### config.mk
export PLATFORM = sky130hd
export DESIGN_NAME = mem_stream_top
export DESIGN_NICKNAME = d
export VERILOG_FILES = /design/src/design/msg_pkg.sv /design/src/design/pump_pkg.sv /design/src/design/beat_counter.sv /design/src/design/block_read_fsm.sv /design/src/design/block_store.sv /design/src/design/mem_stream_top.sv /design/src/design/stream_fifo.sv /design/src/design/stream_pump_out.sv
export VERILOG_INCLUDE_DIRS = /design/src /design/src/design
export SDC_FILE = /design/constraint.sdc
export NUM_CORES = 2
export LEC_CHECK = 0
export BUFFER_PORTS_ARGS = -buffer_cell sky130_fd_sc_hd__buf_4
export CORE_MARGIN = 3
export CORE_UTILIZATION = 40
export DETAILED_ROUTE_END_ITERATION = 10
export PLACE_DENSITY_LB_ADDON = 0.2
export REMOVE_ABC_BUFFERS = 1
export SYNTH_ARGS = -nofsm -noshare
export SYNTH_HDL_FRONTEND = slang
export SYNTH_HIERARCHICAL = 1
export SYNTH_SLANG_ARGS = --single-unit
export TNS_END_PERCENT = 20
### constraint.sdc
create_clock -name clk_i -period 4.1 [get_ports clk_i]
set_input_delay 0.82 -clock clk_i [delete_from_list [all_inputs] [get_ports clk_i]]
set_output_delay 0.82 -clock clk_i [all_outputs]
set_load 0.02 [all_outputs]
### src/design/stream_defs.svh
// *******************************************************************
// stream engine definitions
// widths, block geometry, stream masks and buffer depth
// *******************************************************************
`ifndef STREAM_DEFS_SVH
`define STREAM_DEFS_SVH

`define STREAM_ADDR_W 16
`define STREAM_DATA_W 32
`define STREAM_BLOCK_W 128
// number of stream words that make up one block
`define STREAM_WORDS (`STREAM_BLOCK_W / `STREAM_DATA_W)
`define STREAM_CNT_W 2
`define STREAM_OFFSET_W 2
`define STREAM_SIZE_W 3
`define STREAM_STORE_WORDS 64

// bit n is set when message type n streams several beats on the output side
// rd_resp is bit 0 and pf_resp is bit 1
`define STREAM_MSG_MASK 4'b0011
// bit n is set when message type n streams several beats on the producer side
// rd_resp is bit 0 and wr_merge is bit 2
`define STREAM_FSM_MASK 4'b0101

`define STREAM_FIFO_ELS 2

`endif

### src/design/msg_pkg.sv
// *******************************************************************
// message types
// header and payload types seen at the requester and stream ports
// *******************************************************************
`default_nettype none

`include "stream_defs.svh"

package msg_pkg;

  // encoding order matters, the stream masks index bits by this value
  typedef enum logic [1:0]
  {
    e_rd_resp  = 2'd0,
    e_pf_resp  = 2'd1,
    e_wr_merge = 2'd2,
    e_ack_resp = 2'd3
  } msg_type_e;

  typedef logic [`STREAM_ADDR_W-1:0] addr_t;

  // log2 of the message length in bytes, legal values are 2, 3 and 4
  typedef logic [`STREAM_SIZE_W-1:0] size_t;

  typedef logic [`STREAM_DATA_W-1:0] data_t;

  // word index into the block store
  typedef logic [$clog2(`STREAM_STORE_WORDS)-1:0] word_idx_t;

endpackage

`default_nettype wire

### src/design/pump_pkg.sv
// *******************************************************************
// pump types
// read FSM state, beat counts and FIFO pointers used inside the engine
// *******************************************************************
`default_nettype none

`include "stream_defs.svh"

package pump_pkg;

  typedef enum logic [1:0]
  {
    e_idle,
    e_issue,
    e_wait,
    e_done
  } rd_state_e;

  typedef logic [`STREAM_CNT_W-1:0] cnt_t;

  typedef logic [$clog2(`STREAM_FIFO_ELS)-1:0] fifo_ptr_t;

  // offset of the last word from the first, which is num_words minus one
  // it doubles as the mask of the count bits that the size covers
  function automatic cnt_t last_offset(input msg_pkg::size_t size);
    cnt_t span;
    if (size <= msg_pkg::size_t'(`STREAM_OFFSET_W))
      span = '0;
    else
      span = cnt_t'(((1 << size) >> `STREAM_OFFSET_W) - 1);
    return span;
  endfunction

  // only the bits under span step with wrap, the rest stay at first
  function automatic cnt_t wrap_cnt(input cnt_t first, input cnt_t cnt, input cnt_t span);
    return (first & ~span) | (cnt & span);
  endfunction

endpackage

`default_nettype wire

### src/design/beat_counter.sv
// *******************************************************************
// beat counter
// loadable wrapping count of the current stream word
// *******************************************************************
`timescale 1ns/1ps
`default_nettype none

`include "stream_defs.svh"

module beat_counter
(
  input  wire                 clk_i,
  input  wire                 rst_n_i,
  input  wire                 set_i,
  input  wire                 en_i,
  input  wire pump_pkg::cnt_t val_i,
  output pump_pkg::cnt_t      count_o
);

  localparam pump_pkg::cnt_t max_lp = pump_pkg::cnt_t'(`STREAM_WORDS - 1);

  // set has priority over the step, and both wait for enable
  always_ff @(posedge clk_i or negedge rst_n_i)
  begin
    if (!rst_n_i)
      count_o <= '0;
    else if (en_i)
    begin
      if (set_i)
        count_o <= val_i;
      else if (count_o == max_lp)
        count_o <= '0;
      else
        count_o <= count_o + 1'b1;
    end
  end

endmodule

`default_nettype wire

### src/design/block_read_fsm.sv
// *******************************************************************
// block read FSM
// takes one request, reads its words and offers them to the pump
// *******************************************************************
`timescale 1ns/1ps
`default_nettype none

`include "stream_defs.svh"

module block_read_fsm
(
  input  wire                     clk_i,
  input  wire                     rst_n_i,
  input  wire                     req_v_i,
  input  wire msg_pkg::msg_type_e req_type_i,
  input  wire msg_pkg::addr_t     req_addr_i,
  input  wire msg_pkg::size_t     req_size_i,
  output logic                    req_ready_o,
  output logic                    rd_v_o,
  output msg_pkg::word_idx_t      rd_idx_o,
  input  wire msg_pkg::data_t     rd_data_i,
  output logic                    fsm_v_o,
  output msg_pkg::msg_type_e      fsm_type_o,
  output msg_pkg::addr_t          fsm_addr_o,
  output msg_pkg::size_t          fsm_size_o,
  output msg_pkg::data_t          fsm_data_o,
  input  wire                     fsm_ready_and_i
);

  localparam logic [3:0] fsm_mask_lp = `STREAM_FSM_MASK;

  pump_pkg::rd_state_e state_r, state_n;
  msg_pkg::msg_type_e type_r;
  msg_pkg::addr_t addr_r;
  msg_pkg::size_t size_r;
  msg_pkg::data_t data_r;
  msg_pkg::word_idx_t idx_base;
  pump_pkg::cnt_t beat_r, first_cnt, span, need_last, word_cnt;
  logic accept, beat_done, last_beat;

  assign accept = req_v_i & req_ready_o;
  assign beat_done = fsm_v_o & fsm_ready_and_i;

  // types outside the producer mask fetch only the critical word
  assign first_cnt = addr_r[`STREAM_OFFSET_W +: `STREAM_CNT_W];
  assign span = pump_pkg::last_offset(size_r);
  assign need_last = fsm_mask_lp[type_r] ? span : '0;
  assign last_beat = (beat_r == need_last);
  assign word_cnt = pump_pkg::wrap_cnt(first_cnt, first_cnt + beat_r, span);

  // upper index bits come straight from the address
  assign idx_base = msg_pkg::word_idx_t'(addr_r[`STREAM_ADDR_W-1:`STREAM_OFFSET_W]);
  assign rd_idx_o = {idx_base[$bits(msg_pkg::word_idx_t)-1:`STREAM_CNT_W], word_cnt};

  assign req_ready_o = (state_r == pump_pkg::e_idle);
  assign rd_v_o = (state_r == pump_pkg::e_issue);
  assign fsm_v_o = (state_r == pump_pkg::e_done);

  // header is held for the whole transaction, as the pump expects
  assign fsm_type_o = type_r;
  assign fsm_addr_o = addr_r;
  assign fsm_size_o = size_r;
  assign fsm_data_o = data_r;

  always_comb
  begin
    state_n = state_r;
    case (state_r)
      pump_pkg::e_idle:
        if (req_v_i)
          state_n = pump_pkg::e_issue;
      pump_pkg::e_issue:
        state_n = pump_pkg::e_wait;
      // store data lands during this state
      pump_pkg::e_wait:
        state_n = pump_pkg::e_done;
      pump_pkg::e_done:
        if (fsm_ready_and_i)
          state_n = last_beat ? pump_pkg::e_idle : pump_pkg::e_issue;
      default:
        state_n = pump_pkg::e_idle;
    endcase
  end

  always_ff @(posedge clk_i or negedge rst_n_i)
  begin
    if (!rst_n_i)
    begin
      state_r <= pump_pkg::e_idle;
      beat_r <= '0;
    end
    else
    begin
      state_r <= state_n;
      if (accept)
        beat_r <= '0;
      else if (beat_done && !last_beat)
        beat_r <= beat_r + 1'b1;
    end
  end

  always_ff @(posedge clk_i)
  begin
    if (accept)
    begin
      type_r <= req_type_i;
      addr_r <= req_addr_i;
      size_r <= req_size_i;
    end
    if (state_r == pump_pkg::e_wait)
      data_r <= rd_data_i;
  end

endmodule

`default_nettype wire

### src/design/block_store.sv
// *******************************************************************
// block store
// word memory loaded by index, read back through a registered port
// *******************************************************************
`timescale 1ns/1ps
`default_nettype none

`include "stream_defs.svh"

module block_store
(
  input  wire                     clk_i,
  input  wire                     rst_n_i,
  input  wire                     load_v_i,
  input  wire msg_pkg::word_idx_t load_idx_i,
  input  wire msg_pkg::data_t     load_data_i,
  input  wire                     rd_v_i,
  input  wire msg_pkg::word_idx_t rd_idx_i,
  output msg_pkg::data_t          rd_data_o
);

  msg_pkg::data_t mem [`STREAM_STORE_WORDS];

  // the load port has no handshake, every valid cycle writes one word
  always_ff @(posedge clk_i)
  begin
    if (load_v_i)
      mem[load_idx_i] <= load_data_i;
  end

  // the read port updates only on a strobe, so the FSM can sample it
  // any time after the read without the word changing underneath it
  always_ff @(posedge clk_i or negedge rst_n_i)
  begin
    if (!rst_n_i)
      rd_data_o <= '0;
    else if (rd_v_i)
      rd_data_o <= mem[rd_idx_i];
  end

endmodule

`default_nettype wire

### src/design/mem_stream_top.sv
// *******************************************************************
// memory stream engine top
// block store, read FSM and stream pump joined into one engine
// *******************************************************************
`timescale 1ns/1ps
`default_nettype none

module mem_stream_top
(
  input  wire                     clk_i,
  input  wire                     rst_n_i,
  input  wire                     load_v_i,
  input  wire msg_pkg::word_idx_t load_idx_i,
  input  wire msg_pkg::data_t     load_data_i,
  input  wire                     req_v_i,
  input  wire msg_pkg::msg_type_e req_type_i,
  input  wire msg_pkg::addr_t     req_addr_i,
  input  wire msg_pkg::size_t     req_size_i,
  output logic                    req_ready_o,
  output logic                    msg_v_o,
  output msg_pkg::msg_type_e      msg_type_o,
  output msg_pkg::addr_t          msg_addr_o,
  output msg_pkg::size_t          msg_size_o,
  output msg_pkg::data_t          msg_data_o,
  output logic                    msg_last_o,
  input  wire                     msg_ready_and_i
);

  // store read port
  logic rd_v;
  msg_pkg::word_idx_t rd_idx;
  msg_pkg::data_t rd_data;

  // producer side from the FSM into the pump
  logic fsm_v, fsm_ready_and;
  msg_pkg::msg_type_e fsm_type;
  msg_pkg::addr_t fsm_addr;
  msg_pkg::size_t fsm_size;
  msg_pkg::data_t fsm_data;

  block_store store
  (
    .clk_i(clk_i),
    .rst_n_i(rst_n_i),
    .load_v_i(load_v_i),
    .load_idx_i(load_idx_i),
    .load_data_i(load_data_i),
    .rd_v_i(rd_v),
    .rd_idx_i(rd_idx),
    .rd_data_o(rd_data)
  );

  block_read_fsm fsm
  (
    .clk_i(clk_i),
    .rst_n_i(rst_n_i),
    .req_v_i(req_v_i),
    .req_type_i(req_type_i),
    .req_addr_i(req_addr_i),
    .req_size_i(req_size_i),
    .req_ready_o(req_ready_o),
    .rd_v_o(rd_v),
    .rd_idx_o(rd_idx),
    .rd_data_i(rd_data),
    .fsm_v_o(fsm_v),
    .fsm_type_o(fsm_type),
    .fsm_addr_o(fsm_addr),
    .fsm_size_o(fsm_size),
    .fsm_data_o(fsm_data),
    .fsm_ready_and_i(fsm_ready_and)
  );

  stream_pump_out pump
  (
    .clk_i(clk_i),
    .rst_n_i(rst_n_i),
    .fsm_v_i(fsm_v),
    .fsm_type_i(fsm_type),
    .fsm_addr_i(fsm_addr),
    .fsm_size_i(fsm_size),
    .fsm_data_i(fsm_data),
    .fsm_ready_and_o(fsm_ready_and),
    .msg_v_o(msg_v_o),
    .msg_type_o(msg_type_o),
    .msg_addr_o(msg_addr_o),
    .msg_size_o(msg_size_o),
    .msg_data_o(msg_data_o),
    .msg_last_o(msg_last_o),
    .msg_ready_and_i(msg_ready_and_i)
  );

endmodule

`default_nettype wire

### src/design/stream_fifo.sv
// *******************************************************************
// stream FIFO
// buffers header and data beats between the read FSM and the pump
// *******************************************************************
`timescale 1ns/1ps
`default_nettype none

`include "stream_defs.svh"

module stream_fifo
#(
  parameter int els_p = `STREAM_FIFO_ELS
)
(
  input  wire                     clk_i,
  input  wire                     rst_n_i,
  input  wire                     in_v_i,
  input  wire msg_pkg::msg_type_e in_type_i,
  input  wire msg_pkg::addr_t     in_addr_i,
  input  wire msg_pkg::size_t     in_size_i,
  input  wire msg_pkg::data_t     in_data_i,
  output logic                    in_ready_and_o,
  output logic                    out_v_o,
  output msg_pkg::msg_type_e      out_type_o,
  output msg_pkg::addr_t          out_addr_o,
  output msg_pkg::size_t          out_size_o,
  output msg_pkg::data_t          out_data_o,
  input  wire                     out_ready_and_i
);

  msg_pkg::msg_type_e type_mem [els_p];
  msg_pkg::addr_t addr_mem [els_p];
  msg_pkg::size_t size_mem [els_p];
  msg_pkg::data_t data_mem [els_p];

  pump_pkg::fifo_ptr_t wptr_r, rptr_r;
  logic [$clog2(els_p+1)-1:0] count_r;
  logic push, pop;

  function automatic pump_pkg::fifo_ptr_t next_ptr(input pump_pkg::fifo_ptr_t ptr);
    return (ptr == pump_pkg::fifo_ptr_t'(els_p - 1)) ? '0 : ptr + 1'b1;
  endfunction

  // no bypass, an entry is visible only after it sits in the array
  assign in_ready_and_o = (count_r != els_p);
  assign out_v_o = (count_r != '0);
  assign push = in_v_i & in_ready_and_o;
  assign pop = out_v_o & out_ready_and_i;

  assign out_type_o = type_mem[rptr_r];
  assign out_addr_o = addr_mem[rptr_r];
  assign out_size_o = size_mem[rptr_r];
  assign out_data_o = data_mem[rptr_r];

  always_ff @(posedge clk_i)
  begin
    if (push)
    begin
      type_mem[wptr_r] <= in_type_i;
      addr_mem[wptr_r] <= in_addr_i;
      size_mem[wptr_r] <= in_size_i;
      data_mem[wptr_r] <= in_data_i;
    end
  end

  always_ff @(posedge clk_i or negedge rst_n_i)
  begin
    if (!rst_n_i)
    begin
      wptr_r <= '0;
      rptr_r <= '0;
      count_r <= '0;
    end
    else
    begin
      if (push)
        wptr_r <= next_ptr(wptr_r);
      if (pop)
        rptr_r <= next_ptr(rptr_r);
      // a push and a pop in the same cycle leave the count alone
      if (push && !pop)
        count_r <= count_r + 1'b1;
      else if (pop && !push)
        count_r <= count_r - 1'b1;
    end
  end

endmodule

`default_nettype wire

### src/design/stream_pump_out.sv
// *******************************************************************
// stream pump output side
// turns producer beats into stream beats in N:N, 1:N or N:1 form
// *******************************************************************
`timescale 1ns/1ps
`default_nettype none

`include "stream_defs.svh"

module stream_pump_out
(
  input  wire                     clk_i,
  input  wire                     rst_n_i,
  input  wire                     fsm_v_i,
  input  wire msg_pkg::msg_type_e fsm_type_i,
  input  wire msg_pkg::addr_t     fsm_addr_i,
  input  wire msg_pkg::size_t     fsm_size_i,
  input  wire msg_pkg::data_t     fsm_data_i,
  output logic                    fsm_ready_and_o,
  output logic                    msg_v_o,
  output msg_pkg::msg_type_e      msg_type_o,
  output msg_pkg::addr_t          msg_addr_o,
  output msg_pkg::size_t          msg_size_o,
  output msg_pkg::data_t          msg_data_o,
  output logic                    msg_last_o,
  input  wire                     msg_ready_and_i
);

  localparam logic [3:0] msg_mask_lp = `STREAM_MSG_MASK;
  localparam logic [3:0] fsm_mask_lp = `STREAM_FSM_MASK;
  localparam int hi_lp = `STREAM_OFFSET_W + `STREAM_CNT_W;

  msg_pkg::msg_type_e head_type;
  msg_pkg::addr_t head_addr;
  msg_pkg::size_t head_size;
  msg_pkg::data_t head_data;
  logic head_v, head_ready_and;

  pump_pkg::cnt_t first_cnt, last_cnt, span, current_cnt, cnt_lo, cnt_val, wrap;
  logic is_fsm_stream, is_msg_stream, any_stream_new, is_last_cnt;
  logic streaming_r, cnt_up, cnt_set, cnt_en, done;

  stream_fifo #(.els_p(`STREAM_FIFO_ELS)) fifo
  (
    .clk_i(clk_i),
    .rst_n_i(rst_n_i),
    .in_v_i(fsm_v_i),
    .in_type_i(fsm_type_i),
    .in_addr_i(fsm_addr_i),
    .in_size_i(fsm_size_i),
    .in_data_i(fsm_data_i),
    .in_ready_and_o(fsm_ready_and_o),
    .out_v_o(head_v),
    .out_type_o(head_type),
    .out_addr_o(head_addr),
    .out_size_o(head_size),
    .out_data_o(head_data),
    .out_ready_and_i(head_ready_and)
  );

  beat_counter counter
  (
    .clk_i(clk_i),
    .rst_n_i(rst_n_i),
    .set_i(cnt_set),
    .en_i(cnt_en),
    .val_i(cnt_val),
    .count_o(current_cnt)
  );

  // a single word request streams on neither side
  assign first_cnt = head_addr[`STREAM_OFFSET_W +: `STREAM_CNT_W];
  assign span = pump_pkg::last_offset(head_size);
  assign last_cnt = first_cnt + span;
  assign is_fsm_stream = fsm_mask_lp[head_type] & (span != '0);
  assign is_msg_stream = msg_mask_lp[head_type] & (span != '0);

  // the first beat of a message and every single beat message count from
  // the critical word, since the counter still holds zero from the previous message
  assign any_stream_new = (is_fsm_stream | is_msg_stream) & ~streaming_r;
  assign cnt_lo = (any_stream_new | ~(is_fsm_stream | is_msg_stream)) ? first_cnt
                                                                       : current_cnt;
  assign is_last_cnt = (cnt_lo == last_cnt) | ~(is_fsm_stream | is_msg_stream);
  assign wrap = pump_pkg::wrap_cnt(first_cnt, cnt_lo, span);

  assign done = head_ready_and & head_v & is_last_cnt;
  assign cnt_set = (any_stream_new & cnt_up) | done;
  assign cnt_en = cnt_up | done;
  assign cnt_val = done ? '0 : first_cnt + pump_pkg::cnt_t'(cnt_up);

  // clear wins over set, so a message ends with the flag low
  always_ff @(posedge clk_i or negedge rst_n_i)
  begin
    if (!rst_n_i)
      streaming_r <= 1'b0;
    else if (done)
      streaming_r <= 1'b0;
    else if (cnt_up)
      streaming_r <= 1'b1;
  end

  assign msg_type_o = head_type;
  assign msg_size_o = head_size;
  assign msg_data_o = head_data;
  assign msg_last_o = is_last_cnt & msg_v_o;

  always_comb
  begin
    if (is_msg_stream && !is_fsm_stream)
    begin
      // 1:N, the single head word repeats and is popped with the last beat
      msg_v_o = head_v;
      head_ready_and = msg_ready_and_i & is_last_cnt;
      cnt_up = msg_v_o & msg_ready_and_i & ~is_last_cnt;
      msg_addr_o = {head_addr[`STREAM_ADDR_W-1:hi_lp], wrap,
                    head_addr[`STREAM_OFFSET_W-1:0]};
    end
    else if (is_fsm_stream && !is_msg_stream)
    begin
      // N:1, early words are dropped and the last one goes out
      // at the critical address
      msg_v_o = head_v & is_last_cnt;
      head_ready_and = ~is_last_cnt | msg_ready_and_i;
      cnt_up = head_ready_and & head_v & ~is_last_cnt;
      msg_addr_o = head_addr;
    end
    else
    begin
      // N:N, also covers every single beat message
      msg_v_o = head_v;
      head_ready_and = msg_ready_and_i;
      cnt_up = head_ready_and & head_v & ~is_last_cnt;
      msg_addr_o = {head_addr[`STREAM_ADDR_W-1:hi_lp], wrap,
                    head_addr[`STREAM_OFFSET_W-1:0]};
    end
  end

endmodule

`default_nettype wire

# Yosys cells after proc, flatten, opt, wreduce, memory -nomap -nowiden
# Memories as Yosys holds them, arrays and structs flattened. A register that Yosys moved wholly into a read port is not among the register bits.
# Index checks and enable logic that the tools add are counted.
# classes
n_reduce_logical,18
muxes,37
n_addsub,11
eq_ne,9
shift,2
n_bitwise,32
magnitude_cmp,4
# op_table
cell,count
2-bit two-way mux,13
1-bit two-way mux,18
1-bit AND,15
2-bit nonzero test,5
2-bit AND,4
4-bit two-way mux,2
2-bit case mux with 4 select lines,1
"1-bit by 3-bit << shifter with 4-bit output, first input constant",2
"2-bit by 1-bit adder with 2-bit output, second input constant",3
1-bit binary-select mux with 2-bit select,3
"2-bit equality test, second input constant",3
"3-bit by 2-bit less-or-equal comparator with 1-bit output, second input constant",2
1-bit zero test,6
"2-bit by 3-bit < comparator with 1-bit output, second input constant",2
1-bit bitwise OR,6
"2-bit by 1-bit subtractor with 2-bit output, second input constant",3
1-bit logical AND,5
2-bit adder,2
2-bit equality test,2
"2-bit inequality test, second input constant",2
2-bit NOT,2
2-bit bitwise OR,2
1-bit NOT,3
"1-bit adder, second input constant",2
5 further kinds,5
# word_totals
reg_bits,64
n_memories,5
elab_cells,129
input_bits,64
out_inout_bits,56
ramBits,2154
# mem_list
name,depth,width,read_ports,rd_clocked_by_memory_dff,wr,line_no,text
store.mem,64,32,1,1,1,block_store.sv:22,msg_pkg::data_t mem [`STREAM_STORE_WORDS];
pump.fifo.data_mem,2,32,1,0,1,stream_fifo.sv:34,msg_pkg::data_t data_mem [els_p];
pump.fifo.addr_mem,2,16,1,0,1,stream_fifo.sv:32,msg_pkg::addr_t addr_mem [els_p];
pump.fifo.size_mem,2,3,1,0,1,stream_fifo.sv:33,msg_pkg::size_t size_mem [els_p];
pump.fifo.type_mem,2,2,1,0,1,stream_fifo.sv:31,msg_pkg::msg_type_e type_mem [els_p];

# Depth between registers and ports, before layout
# An unclocked memory read counts as a cell.
# depth
depth_word,21
ltp_mapped,15
ltp_nobuf,13

# Hierarchy
# The synthesis kept the hierarchy.
# by_module_without_submodules
module,cells_per_inst,instances,seq_area_each_um2,area_each_um2
block_store,3843,1,62299.8,79990.5
stream_fifo,183,1,3283.1,4269.1
block_read_fsm,105,1,1691.6,2034.5
stream_pump_out,39,1,25.0,306.5
beat_counter,10,1,50.0,101.3

# Worst setup path after synthesis
# Ideal clock, no wire load.
# synth_path
path_kind,input -> register
from,input port load_idx_i[5]
to,"memory store/mem[48][0] (netlist name), enable pin"
cell_stages,4
arrival_ns,3.706
required_time_ns,3.639
n_path_buf,1
setup_time_ns,0.461
setup_slack_ns,-0.067
path_cell_list,clkbuf_1 -> nand3_1 -> or3_1 -> nor3_1
# synth_rtl
element,line_no,text
from (decl),mem_stream_top.sv:13,"input wire msg_pkg::word_idx_t load_idx_i,"
to (decl),block_store.sv:22,
# Straight into the memory's write port.

# Worst setup path in the final report
# layout_path
from,register pump.fifo.rptr_r
to,output port msg_last_o
# layout_via
elab_chain_cells,16
elab_cells_between_ends,30
cone_classes,add/sub (2); order compare (1); eq/ne (1); shift (1); mux (8); bitwise (9); reduce/logical (5); memory (3)
# layout_rtl
element,line_no,text
from (decl),stream_fifo.sv:36,"pump_pkg::fifo_ptr_t wptr_r, rptr_r;"
from (signal assigned),stream_fifo.sv:79,rptr_r <= next_ptr(rptr_r);
memory read 2 x 3 bit,-,
1-bit by 3-bit << shifter with 4-bit output,pump_pkg.sv:30,span = cnt_t'(((1 << size) >> `STREAM_OFFSET_W) - 1);
2-bit by 1-bit subtractor with 2-bit output,pump_pkg.sv:30,
2-bit two-way mux,pump_pkg.sv:27,if (size <= msg_pkg::size_t'(`STREAM_OFFSET_W))
2-bit nonzero test,"stream_pump_out.sv:75, stream_pump_out.sv:76",
1-bit AND (on tied branches),"stream_pump_out.sv:75, stream_pump_out.sv:76",
1-bit bitwise OR,"stream_pump_out.sv:80, stream_pump_out.sv:81, stream_pump_out.sv:83",
1-bit AND / 1-bit NOT (equally long branches),"stream_pump_out.sv:80, stream_pump_out.sv:81, stream_pump_out.sv:83",
1-bit bitwise OR,stream_pump_out.sv:81,assign cnt_lo = (any_stream_new | ~(is_fsm_stream | is_msg_stream)) ? first_cnt
2-bit two-way mux,stream_pump_out.sv:81,
2-bit equality test,stream_pump_out.sv:83,assign is_last_cnt = (cnt_lo == last_cnt) | ~(is_fsm_stream | is_msg_stream);
1-bit bitwise OR,stream_pump_out.sv:83,
1-bit AND,stream_pump_out.sv:122,msg_v_o = head_v & is_last_cnt;
1-bit two-way mux,stream_pump_out.sv:118,else if (is_fsm_stream && !is_msg_stream)
1-bit two-way mux,stream_pump_out.sv:109,if (is_msg_stream && !is_fsm_stream)
1-bit AND (*),stream_pump_out.sv:105,assign msg_last_o = is_last_cnt & msg_v_o;
to (decl),mem_stream_top.sv:25,"output logic msg_last_o,"
# Every way passes the cells marked *; elsewhere a longest branch is shown, timed or not. The select of a mux whose other input is x is not followed.

==> results.py <==
metrics = {
    "worst_setup_path": {
        "r2r_cells": 9,
        "critPathRequiredTime_ns": 3.28,
        "r2r-end": "store/rd_data_o[16]$_DFFE_PN0P_",
        "cp_max_fo": 6,
        "worstSetupPathType": "register to output port",
        "startpoint_type": "register",
        "reg2reg_setup_slack_ns": 0.17,
        "end_kind": "output port",
        "r2r_start": "fsm/fsm_size_o[2]$_DFFE_PP_",
        "arrival_ns": 3.14,
    },
    "synthesis": {
        "yosys_warnings": 6,
        "yosys.area.top_type": "edfxtp_1",
        "netlist.area_leader.share_pct": 76.4,
        "syn_area_mm2": 0.0867,
        "synth_cells": 4180,
        "synth-xor-area-share_pct": 0.140,
        "synth_fa_ha_area_share_pct": 0.130,
        "synthMuxAreaShare_pct": 15.1,
        "synth_top_family_by_area": "multiplexers",
        "synthFlopType": "edfxtp_1",
        "syn-mean-instance-area_um2": 20.7,
        "ys_top_cells_by_area": "edfxtp_1 (76%), mux4_2 (9.2%), mux2i_1 (3.7%)",
        "synthArstFlopShare_pct": 1.91,
        "synth.distinct_cells": 63,
        "synth-edff-count": 2207,
        "ys_seq_area_share_pct": 77.7,
        "synth-compound-area-share_pct": 2.68,
        "yosys.area_share.simple_pct": 2.78,
        "synth-seq-cells": 2250,
    },
    "place": {
        "dp_slack_ns": 0.143,
        "place_area_mm2": 0.0928,
        "gp_congestion": 0.816,
        "io_buffers": 119,
        "dpl.cell_count": 7155,
        "post-dp-hpwl_mm": 136,
    },
    "cells_and_area": {
        "multi_input_area_mm2": 0.0187,
        "syn2layout_area_growth_pct": 15.6,
        "final_nets": 4619,
        "final_core_util_pct": 46.6,
        "fin_area_mm2": 0.100,
        "drive_gt1_share_pct": 27.1,
        "fillCellCount": 17908,
        "layout.cells.non_filler": 7588,
        "register_area_mm2": 0.0674,
    },
    "die": {
        "num_io_pins": 120,
        "core_area_mm2": 0.215,
        "rows": 170,
        "dieHeight_um": 472,
        "start_util_pct": 40.3,
        "die_area_mm2": 0.222,
        "dieWidth_um": 472,
    },
    "sta": {
        "hold_viol": 0,
        "period_minus_slack_ns": 3.96,
        "fin_crit_sh_pct": 96.7,
        "slew_violations": 0,
        "relSlewSlack_pct": 9.93,
        "timing.fmax_ghz": 0.252,
        "rsz0062_at_grt": "yes",
        "tightest_slew_ns": 1.34,
        "fin_setup_tns_ns": 0,
        "fin_skew_ns": 0.0305,
        "timing.final.ws_setup_ns": 0.136,
        "setup_viol_count_final": 0,
    },
    "drt": {
        "initialDrtViolationCount": 4331,
        "final_antenna_net_count": 0,
        "drt-total-wl_mm": 236,
        "drtPass1Iterations": 5,
        "vias": 42788,
        "vias_per_cell": 5.64,
        "drc_errors": 0,
        "detail_route.wl_per_cell_um": 31.1,
    },
    "grt": {
        "grt_pass1_wl_mm": 334,
        "grt_antenna_before_repair": 17,
        "grtUsageTotal_pct": 21.1,
        "overflow": 0,
        "grt_pass1_vias": 43026,
        "grt_max_degree": 129,
    },
    "cts": {
        "clockBufferDepth": 3,
        "clk_latency_ns": 0.86,
        "cts_made_buffers": 226,
        "h-tree-depth": 4,
        "clock_sinks": 2250,
        "clockRootBuffer": "clkbuf_16",
        "tritoncts": "yes",
        "clk_pin_slew_ns": 0.06,
    },
    "outcome": {
        "status": "complete, no violations",
    },
    "min_path": {
        "hold_class": "input port to async pin",
    },
    "power_and_ir_drop": {
        "ir_worst_vdd_uv": 487,
        "pwr_density_cell_mw_per_mm2": 592,
        "p_leak_uw": 0.0326,
    },
    "run": {
        "drv_cap": 0,
    },
}
## through the flow
stage	total power (uW)	hold WS (ns)
final	59300	0.0826
after global routing	61400	0.0654
after CTS	59800	0.0421
after detailed placement	39500	0.434
after global placement	39400	0.423
after floorplan	35100	0.417
## synthesized netlist by cell type (4+ instances only)
master,number
o32ai_1,31
nand2b_1,5
inv_1,9
buf_1,12
clkbuf_1,91
a211oi_1,62
mux2_4,50
nand3_1,11
buf_2,82
a21oi_1,100
o221ai_1,33
nor4_1,63
o22ai_1,98
xor2_1,4
mux4_2,353
edfxtp_1,2207
nor3_1,6
mux2i_1,322
buf_4,22
dfrtp_1,43
nand2_1,49
nor2_1,234
buf_6,19
buf_12,5
a31oi_1,4
ha_1,9
mux2_2,102
xnor2_1,8
nor2b_1,100
## cell usage in the layout (no fill, tap or decap), types with 4 or more instances in the layout
master	n
edfxtp_1	2207
mux4_2	353
buf_4	330
mux2i_1	322
clkbuf_16	228
nor2_1	171
a21oi_1	100
mux2_2	100
nor2b_1	99
o22ai_1	98
nor2_4	63
a211oi_1	62
nor4_1	59
clkbuf_1	56
clkinv_1	54
mux2_4	51
nand2_1	49
clkinv_2	44
dfrtp_1	42
buf_12	39
o221ai_1	33
o32ai_1	30
bufinv_16	22
nand3_1	10
inv_1	9
diode_2	7
xnor2_1	7
ha_1	6
clkinv_8	5
nand2b_1	5
inv_16	4
clkinvlp_4	4
xor2_1	4
nor4_2	4
## sequential cells by signal, indices dropped and copies added (netlist names), 2 cells and up
signal and count:
pump/fifo/type_mem 4, pump/fifo/addr_mem 32, fsm/fsm_type_o 2, pump/fifo/size_mem 6, fsm/state_r 2, store/mem 2048, store/rd_data_o 32, pump/counter/count_o 2
pump/fifo/data_mem 64, fsm/fsm_size_o 3, pump/fifo/count_r 2, fsm/beat_r 2, fsm/fsm_addr_o 16, fsm/fsm_data_o 32
## power by group
part / total [uW] / switching (uW) / internal (uW)
sequential: 26600 / 444 / 26100
clock: 20400 / 8730 / 11600
combinational: 12300 / 7260 / 5050
total: 59300 / 16400 / 42800
## kinds of logic (layout without fill, tap and decap cells)
group,after synthesis,after routing
AND/OR/NAND/NOR,494,494
AO/OA/AOI/OAI,346,346
buffers and inverters,241,804
XOR/XNOR,13,13
other,0,7
adder cells (fa/ha/maj),9,9
flip-flops,2250,2250
multiplexers,827,827
## final cells by class
class,instances,share of cell area (%)
antenna,7,0.0175
clock buffer,286,5.93
clock inverter,139,1.37
inverter,9,0.0337
multi-input combinational,1689,18.6
sequential,2250,67.2
tap,2838,3.54
timing repair buffer,370,3.26
## worst max-delay path: stages, from the launching register on
cell and delay [ns]:
dfrtp_4 0.53, mux2_4 0.33, a21o_4 0.25, ha_4 0.22, xor2_1 0.14, or3_2 0.43, a31oi_2 0.21, buf_4 0.17
## how the worst max path moves through the flow
stage / slack (ns) / startpoint / cells past startpoint / end
after floorplan: -16.50 / fsm/fsm_addr_o[4]$_DFFE_PP_ / 5 / store/rd_data_o[30]$_DFFE_PN0P_
after global placement: 0.19 / fsm/fsm_size_o[2]$_DFFE_PP_ / 10 / store/rd_data_o[1]$_DFFE_PN0P_
after detailed placement: 0.14 / fsm/fsm_size_o[2]$_DFFE_PP_ / 10 / store/rd_data_o[1]$_DFFE_PN0P_
after CTS: 0.02 / pump/fifo/rptr_r$_DFFE_PN0P_ / 7 / msg_last_o
after global routing: -0.009 / pump/fifo/rptr_r$_DFFE_PN0P_ / 9 / msg_v_o
final: 0.14 / pump/fifo/rptr_r$_DFFE_PN0P_ / 7 / msg_last_o
## layer usage
layer  global-route usage (%)  share of wire [%]  vias to the layer above
met4                     5.64                2.5                        0
met2                     34.0                 48                     1428
li1                         -                  -                    18010
met3                     3.77                6.3                      285
met1                     29.9                 43                    23065
met5                        0                  0                        -
## what timing repair did
action,CTS,global route
gates resized for setup,4,3
setup buffers,1,0
hold buffers,0,0
endpoints found under the setup margin,2,3
gates cloned,0,0
(Power assumes the default switching activity.)
